==> src/hw/rv_core_macros.svh <==
`ifndef RV_CORE_MACROS_SVH
`define RV_CORE_MACROS_SVH

// Integer register and data path width.
`define RV_XLEN 64

// Data memory holds 64-bit words.
`define RV_DMEM_WORDS 256

// Word index width, log2 of RV_DMEM_WORDS.
`define RV_DMEM_AW 8

// Integer register count, x0 included.
`define RV_NREGS 32

`endif

==> src/hw/rv_pipe_pkg.sv <==
`default_nettype none

`include "rv_core_macros.svh"

package rv_pipe_pkg;

    // Register write request toward writeback.
    typedef struct packed {
        logic                we;
        logic [4:0]          waddr;
        logic [`RV_XLEN-1:0] wdata;
    } wb_req_t;

    // Machine CSR snapshot for trace comparison.
    typedef struct packed {
        logic [`RV_XLEN-1:0] mtvec;
        logic [`RV_XLEN-1:0] mepc;
        logic [`RV_XLEN-1:0] mstatus;
        logic [`RV_XLEN-1:0] mcause;
    } csr_snap_t;

    // Execute stage output. csr_snap order is mtvec, mepc, mstatus, mcause.
    typedef struct packed {
        logic                      commit;
        logic [`RV_XLEN-1:0]       pc;
        logic [31:0]               inst;
        logic [`RV_XLEN-1:0]       alu_result;
        logic [`RV_XLEN-1:0]       csr_rdata;
        logic                      csr_sel;
        logic [`RV_XLEN-1:0]       rs1_val;
        logic [`RV_XLEN-1:0]       rs2_val;
        logic                      exu_we;
        logic [3:0][`RV_XLEN-1:0]  csr_snap;
    } exu_pkt_t;

    // Retired instruction with the write it caused.
    typedef struct packed {
        logic                valid;
        logic [`RV_XLEN-1:0] pc;
        logic [31:0]         inst;
        wb_req_t             wb;
    } commit_t;

endpackage

`default_nettype wire

==> src/hw/wb_regfile.sv <==
`default_nettype none

`include "rv_core_macros.svh"

module wb_regfile (
    input  wire                       clk,
    input  wire                       rst_n,
    input  wire rv_pipe_pkg::wb_req_t wb_i,
    input  wire [4:0]                 raddr_i,
    output logic [`RV_XLEN-1:0]       rdata_o
);

    logic [`RV_XLEN-1:0] regs [`RV_NREGS];

    always_ff @(posedge clk) begin
        if (rst_n) begin
            for (int i = 0; i < `RV_NREGS; i++) begin
                regs[i] <= '0;
            end
        end else if (wb_i.we && (wb_i.waddr != 5'd0)) begin
            regs[wb_i.waddr] <= wb_i.wdata;
        end
    end

    // x0 reads as zero.
    assign rdata_o = (raddr_i == 5'd0) ? '0 : regs[raddr_i];

endmodule

`default_nettype wire

==> config.mk <==
export PLATFORM = sky130hd
export DESIGN_NAME = wb_regfile
export DESIGN_NICKNAME = d
export VERILOG_FILES = /design/src/hw/rv_pipe_pkg.sv /design/src/hw/wb_regfile.sv
export VERILOG_INCLUDE_DIRS = /design/src /design/src/hw
export SDC_FILE = /design/constraint.sdc
export NUM_CORES = 2
export LEC_CHECK = 0
export BUFFER_PORTS_ARGS = -buffer_cell sky130_fd_sc_hd__buf_4
export CAP_MARGIN = 0
export CORE_ASPECT_RATIO = 0.75
export CORE_UTILIZATION = 50
export DETAILED_ROUTE_END_ITERATION = 10
export GPL_ROUTABILITY_DRIVEN = 0
export MAX_ROUTING_LAYER = met4
export PLACE_DENSITY = 0.71
export SLEW_MARGIN = 0
export SYNTH_ARGS = -nofsm -noshare
export SYNTH_HDL_FRONTEND = slang
export SYNTH_SLANG_ARGS = --single-unit
export TNS_END_PERCENT = 10
==> constraint.sdc <==
create_clock -name clk -period 5.3 [get_ports clk]
set_input_delay 1.06 -clock clk [delete_from_list [all_inputs] [get_ports clk]]
set_output_delay 1.06 -clock clk [all_outputs]
set_load 0.05 [all_outputs]
# After elaboration in Yosys (flattened, before gate mapping)
# Memory sizes are Yosys's and may differ from the RTL's.
# Index checks and enable logic that the tools add are counted.
# Widths: inputs -> output; s select.
# classes
mux	9
n_reduce_logical	4
# ops
op	n
$mux 64	2
$reduce_or 64->1	1
$mux 1	6
$logic_not 5->1	1
$mux 5	1
$reduce_bool 5->1	1
$logic_and 1x1->1	1
# totals
regBits	0
ramBits	2048
elab_cells	14
memories	1
# mem_list
memory	depth	word_bits	read_ports	rd_ports_with_merged_regs	write_ports	line_no	text
regs	32	64	1	0	32	wb_regfile.sv:13	logic [`RV_XLEN-1:0] regs [`RV_NREGS];

# Logic depth before layout (Yosys ltp)
# depth
depth_word	7
mapped_depth	10

# Worst setup path before layout
# No wires, ideal clock.
# synth_timing
path_type	input to output
start	input port raddr_i[0]
end	output port rdata_o[38]
t_arrival_ns	3.780
required_time_ns	4.240
path_slack_ns	0.460
path_stages	8
path_buffers	6
path_cell_list	buf_2 -> buf_6 -> buf_4 -> buf_4 -> buf_4 -> buf_2 -> a211oi_1 -> nor4_1
# synth_via
elab_chain_len	2
word_cells_on_any_way	3
# synth_lines
item	line_no	text
start: declaration	wb_regfile.sv:9	input wire [4:0] raddr_i,
$mem_v2 32x64 or $logic_not 5->1 (tied branches)	--	
$mux 64 *	wb_regfile.sv:26	assign rdata_o = (raddr_i == 5'd0) ? '0 : regs[raddr_i];
end: declaration	wb_regfile.sv:10	output logic [`RV_XLEN-1:0] rdata_o
# Mark *: on every way between the ends. The rest lies on a longest branch, timed or not.

# Final worst setup path
# layout_timing
start	input port raddr_i[0]
end	output port rdata_o[21]
# Same word-level chain as after synthesis.

==> run_results.csv <==
group,metric,value,unit
routing,via_per_inst,6.51,
power_and_ir_drop,p_leak,35.7,nW
logic_synthesis,synth_edf_count,2029,
sta,fmax,195,MHz
floorplanning,io_pins,141,
finish,num-nets-final,5788,
logic_synthesis,yosysWarnings,0,
routing,firstDrtPassIters,6,
floorplanning,die_x,496,um
logic_synthesis,synthTopCellsByCount,"edfxtp_1 (2,029), and2_1 (1,985), mux4_2 (505), clkbuf_1 (442), mux2i_1 (167)",
power_and_ir_drop,power_density,348,nW/um^2
global_routing,grt_pass1_wl,407000,um
logic_synthesis,synth_area,91600,sq um
routing,drtAntennaViolNets,0,
critical_path,crit_fanout,39,
sta,hold_viol,0,
run,maxCapViolCount,0,
floorplanning,coreArea,181000,sq um
critical_path,crit_required,4.24,ns
sta,setup_tns,0,ns
finish,area_delta_synth_final,11.5,%
global_routing,grt_pass1_vias,51790,
global_routing,grt_max_degree,65,
power_and_ir_drop,peakVddDrop,0.258,mV
floorplanning,row_count,135,
critical_path,crit_type,"in -> out",
critical_path,critPathLaunchType,"input port",
clock_tree,cts_tree,"yes",
logic_synthesis,yosysTopAreaCellShare,66.5,%
critical_path,worstSetupEndpointType,"primary output",
finish,regMostFlops,"regs",
logic_synthesis,post-synth-top-count-cell,"edfxtp_1",
critical_path,critical_path_arrival,4.08,ns
clock_tree,hold_buffers,0,
logic_synthesis,synth_cells,5683,
sta,whs,0.674,ns
clock_tree,numCtsBuffers,198,
global_routing,antenna_found_initial,37,
finish,largest_reg_flops,2029,
sta,period_needed,5.14,ns
clock_tree,clk_path_buf_depth,3,
floorplanning,initial_utilization,50.6,%
placed_design,hpwl,155000,um
logic_synthesis,synthTopCellsByArea,"edfxtp_1 (66%), and2_1 (14%), mux4_2 (12%), mux2i_1 (1.8%), clkbuf_1 (1.8%)",
sta,grt_setup_unrepaired,"false",
clock_tree,cts_resized,0,
floorplanning,die_h,373,um
finish,top_regs,"regs x2029",
sta,period_share,96.9,%
sta,maxSlewViolCount,0,
placed_design,portBuffers,140,
routing,totalWireLength,294000,um
clock_tree,htree_levels,4,
clock_tree,clk_pin_slew,0.06,ns
clock_tree,cts_sinks,2029,
sta,worstMarginPinSlew,1.24,ns
sta,setup_violations,0,
run_status,outcome,"finished clean",
finish,drive_gt1_share,21.4,%
clock_tree,cts-root-buf,"clkbuf_16",
logic_synthesis,synth.distinct_cells,40,
min_path,hp-class,"in -> reg",
logic_synthesis,ys_seq_area_share,66.5,%
logic_synthesis,ys.flop_type,"edfxtp_1",
global_routing,track_usage,32.8,%
logic_synthesis,syn_avg_cell_area,16.1,sq um
clock_tree,post_cts_buffers,0,
routing,first_iter_violations,10674,
global_routing,gr-total-overflow,0,
routing,drc_errors,0,
routing,vias,54014,
floorplanning,die_area,185000,sq um
routing,post_drt_wl_per_cell,35.5,um
sta,slew_headroom,17.3,%
logic_synthesis,async_reset_ff_share,0,%
logic_synthesis,synth_top_area_cell,"edfxtp_1",
logic_synthesis,ys_seq_elements,2029,
==> cell families (layout without fill, tap and decap cells) <==
family	count (synthesis)	in the layout	share of synthesized area (%)
AND/OR/NAND/NOR	2146	2146	14.4
buffers and inverters	589	739	2.80
other	1	72	0.00409
flip-flops	2029	2029	66.5
AO/OA/AOI/OAI	199	199	1.47
multiplexers	719	719	14.8
==> cell type report <==
cell class / count / area (sq um)
clock buffers: 248 / 5160
flip-flops and latches: 2029 / 60900
multi-input cells: 3109 / 28600
diodes: 27 / 67.6
fillers: 13642 / 79000
clock inverters: 118 / 852
repair buffers: 371 / 3570
well taps: 2397 / 3000
inverters: 2 / 7.51
==> per-stage QoR <==
stage,setup WS (ns),utilization (%),total power (W),area (sq um),std cells
2_1_floorplan,0.460,-,0.0209,91800,5727
3_3_place_gp,0.273,53.0,0.0223,96100,7908
3_5_place_dp,0.260,53.0,0.0223,96100,7908
4_1_cts,0.243,56.4,0.0355,102000,8274
5_1_grt,0.119,56.4,0.0363,102000,8287
6_report,0.162,56.4,0.0355,102000,8301
==> cells in the final DEF, fill, tap and decap left out, drive strengths merged, types with 34 or more instances in the layout <==
cell type / Yosys / routed
a21o: 38 / 38
and2: 1985 / 1985
buf: 145 / 371
clkbuf: 442 / 248
clkinv: 0 / 99
conb: 1 / 45
edfxtp: 2029 / 2029
mux2: 47 / 47
mux2i: 167 / 167
mux4: 505 / 505
nor2: 60 / 60
o22ai: 63 / 63
or2: 34 / 34
==> worst paths after layout <==
kind                    from                         end  slack, ns  cells past startpoint
hold / removal      wb_i[11]  regs[16][11]$_SDFFCE_PN0P_       0.67                      2
setup / recovery  raddr_i[0]                 rdata_o[21]       0.16                     10
==> metal layers <==
metal	up-vias	track usage (%)	share of wire, %
li1	20987	-	-
met1	27528	46.0	36
met4	0	11.6	4.2
met5	-	-	0
met2	4796	46.7	44
met3	703	8.10	15
==> power breakdown <==
part / internal (W) / switching, W / leakage [nW]
sequential: 0.0185 / 0.000245 / 19.3
clock: 0.00725 / 0.00620 / 2.96
combinational: 0.00119 / 0.00214 / 13.5
==> critical path, stage by stage <==
cell	delay, ns
buf_8	0.40
buf_12	0.34
buf_4	0.33
buf_4	0.27
mux2i_1	0.11
o21ai_0	0.17
nor3_1	0.06
buf_4	0.14
a211oi_1	0.71
buf_4	0.33
Note: power is estimated with default switching activity, not from simulation.
