## config.mk

```make
export PLATFORM = sky130hd
export DESIGN_NAME = mem_wb_reg
export DESIGN_NICKNAME = d
export VERILOG_FILES = /design/src/hw/rv_pipe_pkg.sv /design/src/hw/mem_wb_reg.sv
export VERILOG_INCLUDE_DIRS = /design/src /design/src/hw
export SDC_FILE = /design/constraint.sdc
export NUM_CORES = 1
export LEC_CHECK = 0
export BUFFER_PORTS_ARGS = -buffer_cell sky130_fd_sc_hd__buf_2
export CAP_MARGIN = 40
export CORE_AREA = 10 10 451 453
export DETAILED_ROUTE_END_ITERATION = 10
export DIE_AREA = 0 0 461 463
export PLACE_DENSITY = 0.3
export SYNTH_ARGS = -nofsm -noshare
export SYNTH_HDL_FRONTEND = slang
export SYNTH_SLANG_ARGS = --single-unit
```

## constraint.sdc

```tcl
create_clock -name clk -period 1.6 [get_ports clk]
set_input_delay 0.24 -clock clk [delete_from_list [all_inputs] [get_ports clk]]
set_output_delay 0.24 -clock clk [all_outputs]
set_load 0.02 [all_outputs]
```

## src/hw/rv_core_macros.svh

```systemverilog
`ifndef RV_CORE_MACROS_SVH
`define RV_CORE_MACROS_SVH

// Integer register and data path width.
`define RV_XLEN 64

// Data memory holds 64-bit words.
`define RV_DMEM_WORDS 256

// Word index width, log2 of RV_DMEM_WORDS.
`define RV_DMEM_AW 8

// Integer register count, x0 included.
`define RV_NREGS 32

`endif

```

## src/hw/rv_pipe_pkg.sv

```systemverilog
`default_nettype none

`include "rv_core_macros.svh"

package rv_pipe_pkg;

    // Register write request toward writeback.
    typedef struct packed {
        logic                we;
        logic [4:0]          waddr;
        logic [`RV_XLEN-1:0] wdata;
    } wb_req_t;

    // Machine CSR snapshot for trace comparison.
    typedef struct packed {
        logic [`RV_XLEN-1:0] mtvec;
        logic [`RV_XLEN-1:0] mepc;
        logic [`RV_XLEN-1:0] mstatus;
        logic [`RV_XLEN-1:0] mcause;
    } csr_snap_t;

    // Execute stage output. csr_snap order is mtvec, mepc, mstatus, mcause.
    typedef struct packed {
        logic                      commit;
        logic [`RV_XLEN-1:0]       pc;
        logic [31:0]               inst;
        logic [`RV_XLEN-1:0]       alu_result;
        logic [`RV_XLEN-1:0]       csr_rdata;
        logic                      csr_sel;
        logic [`RV_XLEN-1:0]       rs1_val;
        logic [`RV_XLEN-1:0]       rs2_val;
        logic                      exu_we;
        logic [3:0][`RV_XLEN-1:0]  csr_snap;
    } exu_pkt_t;

    // Retired instruction with the write it caused.
    typedef struct packed {
        logic                valid;
        logic [`RV_XLEN-1:0] pc;
        logic [31:0]         inst;
        wb_req_t             wb;
    } commit_t;

endpackage

`default_nettype wire

```

## src/hw/mem_wb_reg.sv

```systemverilog
`default_nettype none

`include "rv_core_macros.svh"

module mem_wb_reg (
    input  wire                        clk,
    input  wire                        rst_n,
    input  wire rv_pipe_pkg::exu_pkt_t pkt_i,
    input  wire                        ld_we_i,
    input  wire [4:0]                  ld_waddr_i,
    input  wire [`RV_XLEN-1:0]         ld_wdata_i,
    output rv_pipe_pkg::wb_req_t       wb_o,
    output rv_pipe_pkg::commit_t       commit_o,
    output rv_pipe_pkg::csr_snap_t     csr_snap_o
);

    rv_pipe_pkg::wb_req_t wb_next;

    // Execute result wins over load data.
    always_comb begin
        wb_next = '0;
        if (pkt_i.exu_we) begin
            wb_next.we    = pkt_i.commit;
            wb_next.waddr = pkt_i.inst[11:7];
            wb_next.wdata = pkt_i.csr_sel ? pkt_i.csr_rdata : pkt_i.alu_result;
        end else if (ld_we_i) begin
            wb_next.we    = pkt_i.commit;
            wb_next.waddr = ld_waddr_i;
            wb_next.wdata = ld_wdata_i;
        end
    end

    always_ff @(posedge clk) begin
        if (rst_n) begin
            commit_o   <= '0;
            csr_snap_o <= '0;
        end else begin
            commit_o.valid     <= pkt_i.commit;
            commit_o.pc        <= pkt_i.pc;
            commit_o.inst      <= pkt_i.inst;
            commit_o.wb        <= wb_next;
            csr_snap_o.mtvec   <= pkt_i.csr_snap[0];
            csr_snap_o.mepc    <= pkt_i.csr_snap[1];
            csr_snap_o.mstatus <= pkt_i.csr_snap[2];
            csr_snap_o.mcause  <= pkt_i.csr_snap[3];
        end
    end

    // Same registered request goes on to the register file.
    assign wb_o = commit_o.wb;

endmodule

`default_nettype wire

```

== Word-level counts from Yosys, hierarchy flattened ==
Index checks and enable logic that the tools add are counted.

* Muxes and demuxes: 3

{| class="wikitable"
|+ Operator list
! cell !! number
|-
| $mux 70 || 2
|-
| $mux 64 || 1
|}

* Bits in registers: 423
* Input port bits: 683
* Output and inout bits: 493
* Logic and storage cells: 13

== Longest topological paths before layout ==
Gate-level depths: netlist of the first run.

* Word-level depth: 2
* Depth in mapped cells: 4
* Gate-level depth less buffers: 2

== Worst setup path after synthesis of the first run ==
No wires, ideal clock.

* Path type: in2reg
* Start point: input rst_n
* End point: register commit_o[100] (netlist name)
* Setup time: 0.114 ns
* Data arrival time: 0.938 ns
* Data required time: 1.486 ns
* Slack: 0.548 ns
* Stages: 4
* Path buffers: 3
* Path through: buf_4 -> buf_6 -> clkbuf_1 -> and2b_1

{| class="wikitable"
|+ RTL lines
! what !! line !! source
|-
| from (decl) || mem_wb_reg.sv:7 || <nowiki>input wire rst_n,</nowiki>
|-
| to (decl) || mem_wb_reg.sv:13 || <nowiki>output rv_pipe_pkg::commit_t commit_o,</nowiki>
|}

No word-level cell between the ends.

== Final worst setup path of the first run ==
* Start point: input pkt_i[469] (netlist name)
* End point: register commit_o[19] (netlist name)

* Cells in the longest elaborated chain, start to end: 2

{| class="wikitable"
|+ Ends and longest elaborated chain
! what !! line !! source
|-
| from (decl) || mem_wb_reg.sv:8 || <nowiki>input wire rv_pipe_pkg::exu_pkt_t pkt_i,</nowiki>
|-
| $mux 64 || mem_wb_reg.sv:25 || <nowiki>wb_next.wdata = pkt_i.csr_sel ? pkt_i.csr_rdata : pkt_i.alu_result;</nowiki>
|-
| $mux 70 || mem_wb_reg.sv:22 || <nowiki>if (pkt_i.exu_we) begin</nowiki>
|}

Every way passes these cells.
A chain may end at the register's enable or synchronous reset.

==> impl_metrics.xml, run 1 <==
<?xml version="1.0" encoding="UTF-8"?>
<metrics>
  <group name="final_layout">
    <metric name="final_common_cell" unit="">buf_2</metric>
    <metric name="post_route_cells_drive_above_1_share" unit="">0.455</metric>
    <metric name="final_net_count" unit="">3346</metric>
    <metric name="layout_area_growth_over_synthesis" unit="%">120</metric>
    <metric name="final_cell_mix" unit="">buf_2 (965), dlygate4sd3_1 (524), dfxtp_1 (385)</metric>
  </group>
  <group name="clock_network">
    <metric name="clock_sinks" unit="">423</metric>
    <metric name="clock-root-buffer" unit="">clkbuf_16</metric>
    <metric name="clock_transition_at_the_registers_of_the_reported_paths" unit="ns">0.07</metric>
    <metric name="cts_tree" unit="">built</metric>
    <metric name="clock_tree.buffer_depth" unit="">3</metric>
    <metric name="postCtsSetupRepairBufs" unit="">0</metric>
    <metric name="numCtsBuffers" unit="">57</metric>
    <metric name="h-tree-depth" unit="">2</metric>
  </group>
  <group name="route">
    <metric name="drtAntennaViolNets" unit="">0</metric>
    <metric name="wl" unit="mm">111</metric>
    <metric name="detail_route.drc_violations" unit="">0</metric>
    <metric name="detailedRoute.firstPassIterationCount" unit="">4</metric>
    <metric name="routed_via_density" unit="">2.69</metric>
    <metric name="vias" unit="">14219</metric>
    <metric name="drt_first_iter_violations" unit="">466</metric>
    <metric name="drt-wirelength-per-cell" unit="um">21.0</metric>
  </group>
  <group name="placement">
    <metric name="globalplace.congestion" unit="">0.833</metric>
    <metric name="buffer_ports.inserted" unit="">1047</metric>
    <metric name="dp_hpwl" unit="mm">93.2</metric>
  </group>
  <group name="synth">
    <metric name="post_synthesis_mean_instance_area" unit="um^2">11.7</metric>
    <metric name="ys_seq_area_frac" unit="">0.641</metric>
    <metric name="post_synth_xor_area_fraction" unit="">0</metric>
    <metric name="synth-compound-area-share" unit="">0.0630</metric>
    <metric name="post_synth_num_cell_types" unit="">15</metric>
    <metric name="synthAdderAreaFrac" unit="">0</metric>
    <metric name="yosys_warnings" unit="">0</metric>
    <metric name="post_synth_and_or_nand_nor_area_fraction" unit="">0.177</metric>
    <metric name="mappedNetlistArea" unit="um^2">13200</metric>
    <metric name="number_of_synthesized_register_bits" unit="">423</metric>
    <metric name="number_of_cells_produced_by_synthesis" unit="">1131</metric>
    <metric name="synth.mux.area_fraction" unit="">0.0485</metric>
    <metric name="synth_nets" unit="">1814</metric>
    <metric name="synth_top_family_by_area" unit="">simple AND/OR/NAND/NOR gates</metric>
  </group>
  <group name="sta">
    <metric name="slew_headroom" unit="">0.661</metric>
    <metric name="grt_setup_unrepaired" unit="">yes</metric>
    <metric name="max_slew.worst_pin.slew" unit="ns">0.507</metric>
    <metric name="fin_hold_ws" unit="ns">0.0289</metric>
    <metric name="final_max_slew_viol_count" unit="">0</metric>
    <metric name="max_freq" unit="GHz">0.621</metric>
    <metric name="setup_slack" unit="ns">-0.0104</metric>
    <metric name="setup_violations" unit="">1</metric>
    <metric name="final-hold-violation-count" unit="">0</metric>
    <metric name="finalCritPeriodShare" unit="">1.01</metric>
    <metric name="timing.final.crit_period" unit="ns">1.61</metric>
  </group>
  <group name="pwr">
    <metric name="power_density" unit="nW/um^2">1040</metric>
    <metric name="leakage" unit="nW">13.3</metric>
    <metric name="finalPower" unit="mW">30.1</metric>
    <metric name="max-vdd-ir-drop" unit="mV">0.934</metric>
  </group>
  <group name="hold_path">
    <metric name="min_path_type" unit="">input port to register</metric>
  </group>
  <group name="critical_path">
    <metric name="crit_fanout" unit="">1</metric>
    <metric name="cp_cell_sequence" unit="">dlygate4sd3_1 -&gt; buf_2 -&gt; mux2i_1 -&gt; dlygate4sd3_1 -&gt; a211oi_1 -&gt; dlygate4sd3_1</metric>
    <metric name="cp_num_buf_inv" unit="">4</metric>
    <metric name="timing.critical_path.slowest_stage_cell" unit="">dlygate4sd3_1</metric>
    <metric name="kind_of_cell_with_the_highest_combined_delay_on_the_critical_path" unit="">buffers and inverters</metric>
    <metric name="slowest_delay" unit="ns">0.57</metric>
    <metric name="worst_ep_required_time" unit="ns">2.21</metric>
    <metric name="category_of_the_most_critical_setup_path" unit="">input port to register</metric>
    <metric name="crit_path_end_kind" unit="">register</metric>
    <metric name="critical-path-top-cell-by-count" unit="">dlygate4sd3_1</metric>
    <metric name="cp-start-kind" unit="">input port</metric>
    <metric name="worst_ep_arrival_time" unit="ns">2.22</metric>
  </group>
  <group name="grt">
    <metric name="global_route.overflow_total" unit="">0</metric>
    <metric name="largest_net_degree_at_the_start_of_global_routing" unit="">50</metric>
    <metric name="globalRouteTotalUtil" unit="">0.0986</metric>
    <metric name="grt_pass1_wl" unit="mm">144</metric>
    <metric name="number_of_global_route_vias_before_repair" unit="">15897</metric>
    <metric name="antenna_found_initial" unit="">81</metric>
  </group>
  <group name="die">
    <metric name="num_rows" unit="">162</metric>
    <metric name="initial_core_util" unit="">0.0681</metric>
    <metric name="num_io_pins" unit="">1176</metric>
    <metric name="chipWidth" unit="um">461</metric>
    <metric name="floorplan.die_area" unit="um^2">213000</metric>
    <metric name="core_region_area" unit="um^2">194000</metric>
    <metric name="die-height" unit="um">463</metric>
  </group>
  <group name="job">
    <metric name="drv_cap" unit="">0</metric>
  </group>
  <group name="status">
    <metric name="outcome" unit="">finished with violations</metric>
    <metric name="violations" unit="">setup timing</metric>
  </group>
</metrics>
flip-flops by register name (all words and copies together) (netlist names):
register    cells
commit_o      167
csr_snap_o    256
cells in the mapped netlist, drive strengths merged:
| master | n | area, um^2 |
|---|---|---|
| a211oi | 64 | 480 |
| a21oi | 69 | 345 |
| and2b | 60 | 450 |
| buf | 97 | 748 |
| clkbuf | 50 | 188 |
| dfxtp | 423 | 8470 |
| mux2i | 64 | 641 |
| nand2 | 5 | 18.8 |
| nand3b | 5 | 37.5 |
| nor2b | 293 | 1830 |
| o21a | 1 | 7.51 |
path summary, 6_finish.rpt:
kind	start	end	slack (ns)	cells after the start
max	pkt_i[469]	commit_o[19]	-0.01	6
min	rst_n	csr_snap_o[220]	0.03	2
area by class of cell:
cell class,count,area (um^2)
flip-flops and latches,423,8550
well taps,2542,3180
clock inverters,28,385
fillers,22053,165000
repair buffers,1620,11500
clock buffers,74,1540
multi-input cells,561,3850
diodes,30,75.1
per-stage QoR:
step | utilization | instances | worst slack (ns) | setup TNS, ns | cell area (um^2)
after floorplan | - | 1131 | 0.548 | 0 | 13200
after global placement | 0.110 | 4621 | -0.0314 | -0.0314 | 21300
after detailed placement | 0.110 | 4621 | -0.0218 | -0.0218 | 21300
after CTS | 0.149 | 5252 | -0.0584 | -0.197 | 28900
after global routing | 0.149 | 5264 | -0.0496 | -0.0960 | 29000
final | 0.150 | 5278 | -0.0104 | -0.0104 | 29100
report_power, final:
part / total (mW) / internal [mW] / switching (mW)
clock: 13.4 / 7.67 / 5.76
combinational: 5.28 / 2.48 / 2.80
sequential: 11.4 / 11.1 / 0.286
kinds of logic after synthesis:
kind of cell	count (synthesis)
AO/OA/AOI/OAI	134
buffers and inverters	147
flip-flops	423
multiplexers	64
AND/OR/NAND/NOR	363
per-layer routing:
| metal | vias up | GRT usage | wire, um |
|---|---|---|---|
| li1 | 6696 | - | - |
| met4 | 52 | 0.0331 | 4120 |
| met1 | 6410 | 0.114 | 44200 |
| met2 | 866 | 0.158 | 48600 |
| met3 | 195 | 0.0479 | 13200 |
| met5 | - | 0.00701 | 520 |
what timing repair did:
item	in CTS	in global routing
hold endpoints to repair	423	9
endpoints found under the setup margin	96	26
gates resized for setup	160	16
gates cloned	0	1
hold buffers	529	12
pin swaps	0	1
No activity file was read; power rests on OpenSTA's default activity.
==> run 2: changes to the inputs <==
Settings changed: BUFFER_PORTS_ARGS -buffer_cell sky130_fd_sc_hd__buf_2 to default, DONT_BUFFER_PORTS from default to 1.
==> impl_metrics.xml, run 2 <==
<?xml version="1.0" encoding="UTF-8"?>
<metrics>
  <group name="synth">
    <metric name="post_synthesis_mean_instance_area" unit="um^2">11.7</metric>
    <metric name="synthAdderAreaFrac" unit="">0</metric>
    <metric name="post-synth-top-area-fraction" unit="">0.641</metric>
    <metric name="synth-compound-area-share" unit="">0.0630</metric>
    <metric name="yosys_warnings" unit="">0</metric>
    <metric name="synth_async_sr_flop_share" unit="">0</metric>
    <metric name="list_of_most_frequent_post_synthesis_cells" unit="">dfxtp_1 (423), nor2b_1 (293), buf_4 (72)</metric>
    <metric name="ys_seq_area_frac" unit="">0.641</metric>
    <metric name="post_synth_num_cell_types" unit="">15</metric>
    <metric name="post_synth_xor_area_fraction" unit="">0</metric>
    <metric name="number_of_cells_produced_by_synthesis" unit="">1131</metric>
    <metric name="number_of_synthesized_register_bits" unit="">423</metric>
    <metric name="synth_nets" unit="">1814</metric>
    <metric name="number_of_flops_mapped_to_enable_cells_by_yosys" unit="">0</metric>
    <metric name="yosys-top-cells-area" unit="">dfxtp_1 (64%), nor2b_1 (14%), mux2i_1 (4.8%)</metric>
    <metric name="synth.mux.area_fraction" unit="">0.0485</metric>
    <metric name="post_synth_and_or_nand_nor_area_fraction" unit="">0.177</metric>
    <metric name="synth-main-ff-cell" unit="">dfxtp_1</metric>
    <metric name="synth_top_family_by_area" unit="">simple AND/OR/NAND/NOR gates</metric>
    <metric name="mappedNetlistArea" unit="um^2">13200</metric>
    <metric name="synth_top_cell_by_area" unit="">dfxtp_1</metric>
    <metric name="synth_most_common_cell" unit="">dfxtp_1</metric>
  </group>
  <group name="placement">
    <metric name="dp_hpwl" unit="mm">83.8</metric>
    <metric name="buffer_ports.inserted" unit="">0</metric>
    <metric name="globalplace.congestion" unit="">0.808</metric>
  </group>
  <group name="clock_network">
    <metric name="resized_cells_post_cts" unit="">129</metric>
    <metric name="clock_sinks" unit="">423</metric>
    <metric name="clock-root-buffer" unit="">clkbuf_16</metric>
    <metric name="ctsHoldBuffers" unit="">742</metric>
    <metric name="postCtsSetupRepairBufs" unit="">0</metric>
    <metric name="clock_tree.buffer_depth" unit="">3</metric>
    <metric name="numCtsBuffers" unit="">60</metric>
    <metric name="h-tree-depth" unit="">2</metric>
  </group>
  <group name="die">
    <metric name="num_io_pins" unit="">1176</metric>
    <metric name="chipWidth" unit="um">461</metric>
    <metric name="num_rows" unit="">162</metric>
    <metric name="die-height" unit="um">463</metric>
    <metric name="initial_core_util" unit="">0.0681</metric>
  </group>
  <group name="status">
    <metric name="error_line" unit="">[ERROR RSZ-0060] Max buffer count reached.</metric>
    <metric name="stop_stage" unit="">4_1_cts</metric>
    <metric name="outcome" unit="">stopped before the end</metric>
  </group>
</metrics>
run 2: cell counts after synthesis:
Identical to the previous run, type by type.
run 2: cell families after synthesis:
logic type      after synthesis
mux                          64
buf+inv                     147
flops                       423
compound gates              134
simple gates                363
run 2: through the flow:
stage	worst slack [ns]	hold slack, ns	std cells	instance area (um^2)	util
after global placement	0.498	0.363	3593	16100	0.0831
after detailed placement	0.527	0.358	3593	16100	0.0831
after floorplan	0.548	0.365	1131	13200	-
==> run 3: changes to the inputs <==
Settings changed: CORE_AREA 10 10 451 453 to 10 10 449 451, DIE_AREA 0 0 461 463 to 0 0 459 461, PLACE_DENSITY 0.3 to default, PLACE_DENSITY_LB_ADDON from default to 0.15.
==> impl_metrics.xml, run 3 (same netlist as run 1, synthesis figures left out) <==
<?xml version="1.0" encoding="UTF-8"?>
<metrics>
  <group name="die">
    <metric name="initial_core_util" unit="">0.0688</metric>
    <metric name="floorplan.die_area" unit="um^2">212000</metric>
    <metric name="die-height" unit="um">461</metric>
    <metric name="num_rows" unit="">161</metric>
    <metric name="chipWidth" unit="um">459</metric>
    <metric name="core_region_area" unit="um^2">192000</metric>
    <metric name="num_io_pins" unit="">1176</metric>
  </group>
  <group name="sta">
    <metric name="final-hold-violation-count" unit="">0</metric>
    <metric name="max_slew.worst_pin.slew" unit="ns">0.993</metric>
    <metric name="finalCritPeriodShare" unit="">1.02</metric>
    <metric name="max_freq" unit="GHz">0.616</metric>
    <metric name="timing.final.crit_period" unit="ns">1.62</metric>
    <metric name="final_max_slew_viol_count" unit="">0</metric>
    <metric name="grt_setup_unrepaired" unit="">yes</metric>
    <metric name="setup_slack" unit="ns">-0.0244</metric>
    <metric name="setup_violations" unit="">2</metric>
    <metric name="slew_headroom" unit="">0.338</metric>
  </group>
  <group name="clock_network">
    <metric name="numCtsBuffers" unit="">59</metric>
    <metric name="h-tree-depth" unit="">2</metric>
    <metric name="clock-root-buffer" unit="">clkbuf_16</metric>
    <metric name="clock_sinks" unit="">423</metric>
    <metric name="clock_tree.buffer_depth" unit="">3</metric>
    <metric name="clock_transition_at_the_registers_of_the_reported_paths" unit="ns">0.06</metric>
    <metric name="cts_tree" unit="">built</metric>
  </group>
  <group name="final_layout">
    <metric name="final_net_count" unit="">2540</metric>
    <metric name="largest_registers" unit="">csr_snap_o x256, commit_o x167</metric>
    <metric name="post_route_cells_drive_above_1_share" unit="">0.161</metric>
    <metric name="largest_register_ff_count" unit="">256</metric>
    <metric name="post_layout_instance_area" unit="um^2">26300</metric>
    <metric name="utilization" unit="">0.137</metric>
    <metric name="layout_area_growth_over_synthesis" unit="%">98.9</metric>
    <metric name="final_cell_mix" unit="">dlygate4sd3_1 (732), dfxtp_1 (300), nor2b_1 (293)</metric>
    <metric name="fill_cells" unit="">21576</metric>
    <metric name="final_common_cell" unit="">dlygate4sd3_1</metric>
    <metric name="registers.top_by_ff_count" unit="">csr_snap_o</metric>
  </group>
  <group name="pwr">
    <metric name="max-vdd-ir-drop" unit="mV">0.972</metric>
    <metric name="leakage" unit="nW">10.2</metric>
    <metric name="seq_power_share" unit="">0.414</metric>
    <metric name="internal_power" unit="mW">21.5</metric>
    <metric name="netSwitchingPower" unit="mW">8.65</metric>
    <metric name="pwr-share-comb" unit="">0.109</metric>
    <metric name="power_density" unit="nW/um^2">1150</metric>
    <metric name="fraction_of_power_spent_switching_nets" unit="">0.287</metric>
    <metric name="clockPowerShare" unit="">0.477</metric>
  </group>
  <group name="critical_path">
    <metric name="critical-path-top-cell-by-count" unit="">dlygate4sd3_1</metric>
    <metric name="category_of_the_most_critical_setup_path" unit="">input port to register</metric>
    <metric name="timing.critical_path.slowest_stage_cell" unit="">dlygate4sd3_1</metric>
    <metric name="worst_ep_required_time" unit="ns">2.21</metric>
    <metric name="crit_fanout" unit="">2</metric>
    <metric name="worst_ep_arrival_time" unit="ns">2.24</metric>
    <metric name="cp_num_buf_inv" unit="">3</metric>
    <metric name="crit_path_end_kind" unit="">register</metric>
    <metric name="cp_cell_sequence" unit="">dlygate4sd3_1 -&gt; nand2_1 -&gt; dlygate4sd3_1 -&gt; a21oi_1 -&gt; dlygate4sd3_1</metric>
    <metric name="kind_of_cell_with_the_highest_combined_delay_on_the_critical_path" unit="">buffers and inverters</metric>
    <metric name="cp-start-kind" unit="">input port</metric>
    <metric name="slowest_delay" unit="ns">0.65</metric>
  </group>
  <group name="route">
    <metric name="wl" unit="mm">113</metric>
    <metric name="drt_first_iter_violations" unit="">462</metric>
    <metric name="routed_via_density" unit="">2.61</metric>
    <metric name="detailedRoute.firstPassIterationCount" unit="">4</metric>
    <metric name="vias" unit="">11637</metric>
    <metric name="detail_route.drc_violations" unit="">0</metric>
    <metric name="drt-wirelength-per-cell" unit="um">25.3</metric>
    <metric name="drtAntennaViolNets" unit="">0</metric>
  </group>
  <group name="grt">
    <metric name="number_of_global_route_vias_before_repair" unit="">12968</metric>
    <metric name="grt_pass1_wl" unit="mm">141</metric>
    <metric name="global_route.overflow_total" unit="">0</metric>
    <metric name="globalRouteTotalUtil" unit="">0.101</metric>
    <metric name="largest_net_degree_at_the_start_of_global_routing" unit="">361</metric>
    <metric name="antenna_found_initial" unit="">101</metric>
  </group>
  <group name="placement">
    <metric name="buffer_ports.inserted" unit="">0</metric>
    <metric name="globalplace.congestion" unit="">0.787</metric>
    <metric name="dp_hpwl" unit="mm">90.1</metric>
    <metric name="dpl_cell_area" unit="um^2">16300</metric>
    <metric name="dp_worst_setup_slack" unit="ns">0.259</metric>
  </group>
  <group name="status">
    <metric name="outcome" unit="">finished with violations</metric>
    <metric name="violations" unit="">setup timing</metric>
  </group>
  <group name="job">
    <metric name="drv_cap" unit="">0</metric>
  </group>
  <group name="hold_path">
    <metric name="min_path_type" unit="">input port to register</metric>
  </group>
</metrics>
[run 3: timing repair]
action                                  4_1_cts  5_1_grt
gates resized for setup                     196        7
hold buffers                                734        3
endpoints found under the hold margin       423        1
endpoints found under the setup margin      176       11
buffers inserted                              0        0
[run 3: power by group through the flow]
| stage | sequential (mW) | clock [mW] | combinational (mW) |
|---|---|---|---|
| after CTS | 12.6 | 15.2 | 3.38 |
| after floorplan | 12.3 | 0 | 1.12 |
| after global placement | 12.8 | 0 | 1.60 |
| after detailed placement | 12.7 | 0 | 1.61 |
| final | 12.5 | 14.4 | 3.30 |
| after global routing | 12.6 | 15.5 | 3.54 |
[run 3: per-layer routing]
metal  vias to the layer above  wire, um  global-route usage
li1                       5102         -                   -
met1                      5361     37400              0.0961
met2                       855     54100               0.173
met3                       239     16000              0.0654
met4                        80      4900              0.0422
met5                         -       471                   0
[run 3: stage by stage]
stage / hold slack [ns] / std cells / TNS, ns / power [mW]
4_1_cts: 0.0110 / 4429 / -0.413 / 31.1
3_5_place_dp: 0.361 / 3587 / 0 / 14.4
5_1_grt: 0.0175 / 4454 / -0.0325 / 31.7
6_report: 0.0245 / 4466 / -0.0437 / 30.1
3_3_place_gp: 0.361 / 3587 / 0 / 14.4
2_1_floorplan: 0.365 / 1131 / 0 / 13.4
[run 3: path summary, 6_finish.rpt]
check       start           end  slack, ns  cells past startpoint
max    pkt_i[525]  commit_o[68]      -0.02                      5
min    pkt_i[256]   commit_o[6]       0.02                      2
[run 3: cell type report]
class	count	area (um^2)	share of cell area
multi-input cells	561	3820	0.145
clock buffers	70	1570	0.0596
well taps	2526	3160	0.120
clock inverters	38	510	0.0194
repair buffers	812	8450	0.322
diodes	36	90.1	0.00343
flip-flops and latches	423	8680	0.330
==> run 4: changes to the inputs <==
==> constraint.sdc (replaced) <==
create_clock -name clk -period 1.6 [get_ports clk]
set_input_delay 0.32 -clock clk [delete_from_list [all_inputs] [get_ports clk]]
set_output_delay 0.32 -clock clk [all_outputs]
set_load 0.02 [all_outputs]
==> impl_metrics.xml, run 4 (same netlist as run 1, synthesis figures left out) <==
<?xml version="1.0" encoding="UTF-8"?>
<metrics>
  <group name="critical_path">
    <metric name="cp_cell_sequence" unit="">buf_12</metric>
    <metric name="cp-start-kind" unit="">register</metric>
    <metric name="worst_ep_arrival_time" unit="ns">1.27</metric>
    <metric name="worst_ep_required_time" unit="ns">1.28</metric>
    <metric name="category_of_the_most_critical_setup_path" unit="">register to output port</metric>
    <metric name="crit_fanout" unit="">2</metric>
    <metric name="cp_num_buf_inv" unit="">1</metric>
    <metric name="kind_of_cell_with_the_highest_combined_delay_on_the_critical_path" unit="">flip-flops</metric>
    <metric name="slowest_delay" unit="ns">0.41</metric>
    <metric name="crit_path_end_kind" unit="">output port</metric>
    <metric name="timing.critical_path.slowest_stage_cell" unit="">dfxtp_4</metric>
  </group>
  <group name="grt">
    <metric name="number_of_global_route_vias_before_repair" unit="">12906</metric>
    <metric name="grt_pass1_wl" unit="mm">142</metric>
    <metric name="grt_busiest_layer" unit="">met2</metric>
    <metric name="use_met3" unit="">0.0649</metric>
    <metric name="grt_use_met1" unit="">0.0978</metric>
    <metric name="largest_net_degree_at_the_start_of_global_routing" unit="">327</metric>
    <metric name="antenna_found_initial" unit="">101</metric>
    <metric name="global_route.overflow_total" unit="">0</metric>
    <metric name="globalRouteTotalUtil" unit="">0.102</metric>
    <metric name="gr-usage-met2" unit="">0.172</metric>
  </group>
  <group name="hold_path">
    <metric name="min_path_type" unit="">input port to register</metric>
  </group>
  <group name="placement">
    <metric name="globalplace.congestion" unit="">0.798</metric>
    <metric name="dp_hpwl" unit="mm">90.3</metric>
    <metric name="buffer_ports.inserted" unit="">0</metric>
    <metric name="dpl_cell_area" unit="um^2">16400</metric>
  </group>
  <group name="status">
    <metric name="outcome" unit="">finished clean</metric>
  </group>
  <group name="clock_network">
    <metric name="cts_tree" unit="">built</metric>
    <metric name="clock_tree.buffer_depth" unit="">3</metric>
    <metric name="numCtsBuffers" unit="">60</metric>
    <metric name="clock_sinks" unit="">423</metric>
    <metric name="h-tree-depth" unit="">2</metric>
    <metric name="clock-root-buffer" unit="">clkbuf_16</metric>
    <metric name="clock_transition_at_the_registers_of_the_reported_paths" unit="ns">0.06</metric>
  </group>
  <group name="pwr">
    <metric name="finalPower" unit="mW">30.4</metric>
    <metric name="power_density" unit="nW/um^2">1140</metric>
    <metric name="leakage" unit="nW">10.2</metric>
    <metric name="max-vdd-ir-drop" unit="mV">0.813</metric>
  </group>
  <group name="die">
    <metric name="core_region_area" unit="um^2">192000</metric>
    <metric name="chipWidth" unit="um">459</metric>
    <metric name="initial_core_util" unit="">0.0688</metric>
    <metric name="num_rows" unit="">161</metric>
    <metric name="num_io_pins" unit="">1176</metric>
    <metric name="die-height" unit="um">461</metric>
    <metric name="floorplan.die_area" unit="um^2">212000</metric>
  </group>
  <group name="sta">
    <metric name="finalCritPeriodShare" unit="">0.994</metric>
    <metric name="timing.final.crit_period" unit="ns">1.59</metric>
    <metric name="final_max_slew_viol_count" unit="">0</metric>
    <metric name="max_slew.worst_pin.slew" unit="ns">0.975</metric>
    <metric name="grt_setup_unrepaired" unit="">yes</metric>
    <metric name="max_freq" unit="GHz">0.629</metric>
    <metric name="slew_headroom" unit="">0.350</metric>
    <metric name="final-hold-violation-count" unit="">0</metric>
    <metric name="setup_violations" unit="">0</metric>
  </group>
  <group name="route">
    <metric name="routed_via_density" unit="">2.59</metric>
    <metric name="drt_first_iter_violations" unit="">529</metric>
    <metric name="detail_route.drc_violations" unit="">0</metric>
    <metric name="vias" unit="">11534</metric>
    <metric name="drt-wirelength-per-cell" unit="um">25.5</metric>
    <metric name="wl" unit="mm">113</metric>
    <metric name="detailedRoute.firstPassIterationCount" unit="">4</metric>
    <metric name="drtAntennaViolNets" unit="">0</metric>
  </group>
  <group name="job">
    <metric name="drv_cap" unit="">0</metric>
  </group>
  <group name="final_layout">
    <metric name="largest_register_ff_count" unit="">256</metric>
    <metric name="post_route_cells_drive_above_1_share" unit="">0.210</metric>
    <metric name="layout_area_growth_over_synthesis" unit="%">101</metric>
    <metric name="final_common_cell" unit="">dlygate4sd3_1</metric>
    <metric name="registers.top_by_ff_count" unit="">csr_snap_o</metric>
    <metric name="final_net_count" unit="">2521</metric>
    <metric name="post_layout_instance_area" unit="um^2">26600</metric>
    <metric name="final_cell_mix" unit="">dlygate4sd3_1 (701), nor2b_1 (293), dfxtp_1 (225)</metric>
    <metric name="largest_registers" unit="">csr_snap_o x256, commit_o x167</metric>
  </group>
</metrics>
[run 4: cell types whose count changed in the layout (fill, tap and decap cells not counted), moves of 2 or more]
cell / previous run / this run
diode_2: 36 / 39
inv_6: 6 / 8
clkinvlp_4: 7 / 9
dlygate4sd3_1: 732 / 701
buf_4: 24 / 7
dfxtp_2: 99 / 140
buf_12: 30 / 55
buf_8: 1 / 5
dfxtp_1: 300 / 225
dfxtp_4: 24 / 58
[run 4: cell type report]
class	instances	area, um^2
timing repair buffer	792	8550
clock inverter	41	519
sequential	423	8860
antenna	39	97.6
tap	2526	3160
multi-input combinational	561	3820
fill	21579	166000
clock buffer	71	1590
[run 4: per-layer routing]
metal	vias to the layer above	routed length, um
li1	5094	-
met1	5274	38100
met2	843	53700
met3	253	16000
met4	70	5160
met5	-	439
[run 4: final timing paths]
kind | cells past startpoint | from | slack (ns) | endpoint
max | 1 | commit_o[59] | 0.01 | wb_o[59]
min | 3 | pkt_i[256] | 0.12 | commit_o[66]
[run 4: repair_timing]
action | 4_1_cts | 5_1_grt
gates resized for setup | 379 | 4
hold endpoints to repair | 423 | 4
setup buffers | 0 | 0
setup endpoints to repair | 268 | 55
hold buffers | 704 | 8
gates cloned | 0 | 0
[run 4: stage by stage]
stage / hold WS (ns) / setup WS [ns] / setup TNS, ns / util / instances
finish: 0.115 / 0.0100 / 0 / 0.138 / 4453
global route: 0.0738 / -0.0720 / -1.14 / 0.138 / 4437
CTS: 0.0243 / -0.120 / -3.91 / 0.138 / 4412
detailed placement: 0.435 / 0.197 / 0 / 0.0851 / 3596
global placement: 0.440 / 0.160 / 0 / 0.0851 / 3596
floorplan: 0.445 / 0.468 / 0 / - / 1131
[run 4: power breakdown]
group	internal [mW]	switching [mW]	total (mW)
Clock	8.62	5.94	14.6
Sequential	11.2	1.30	12.5
Combinational	2.03	1.39	3.42
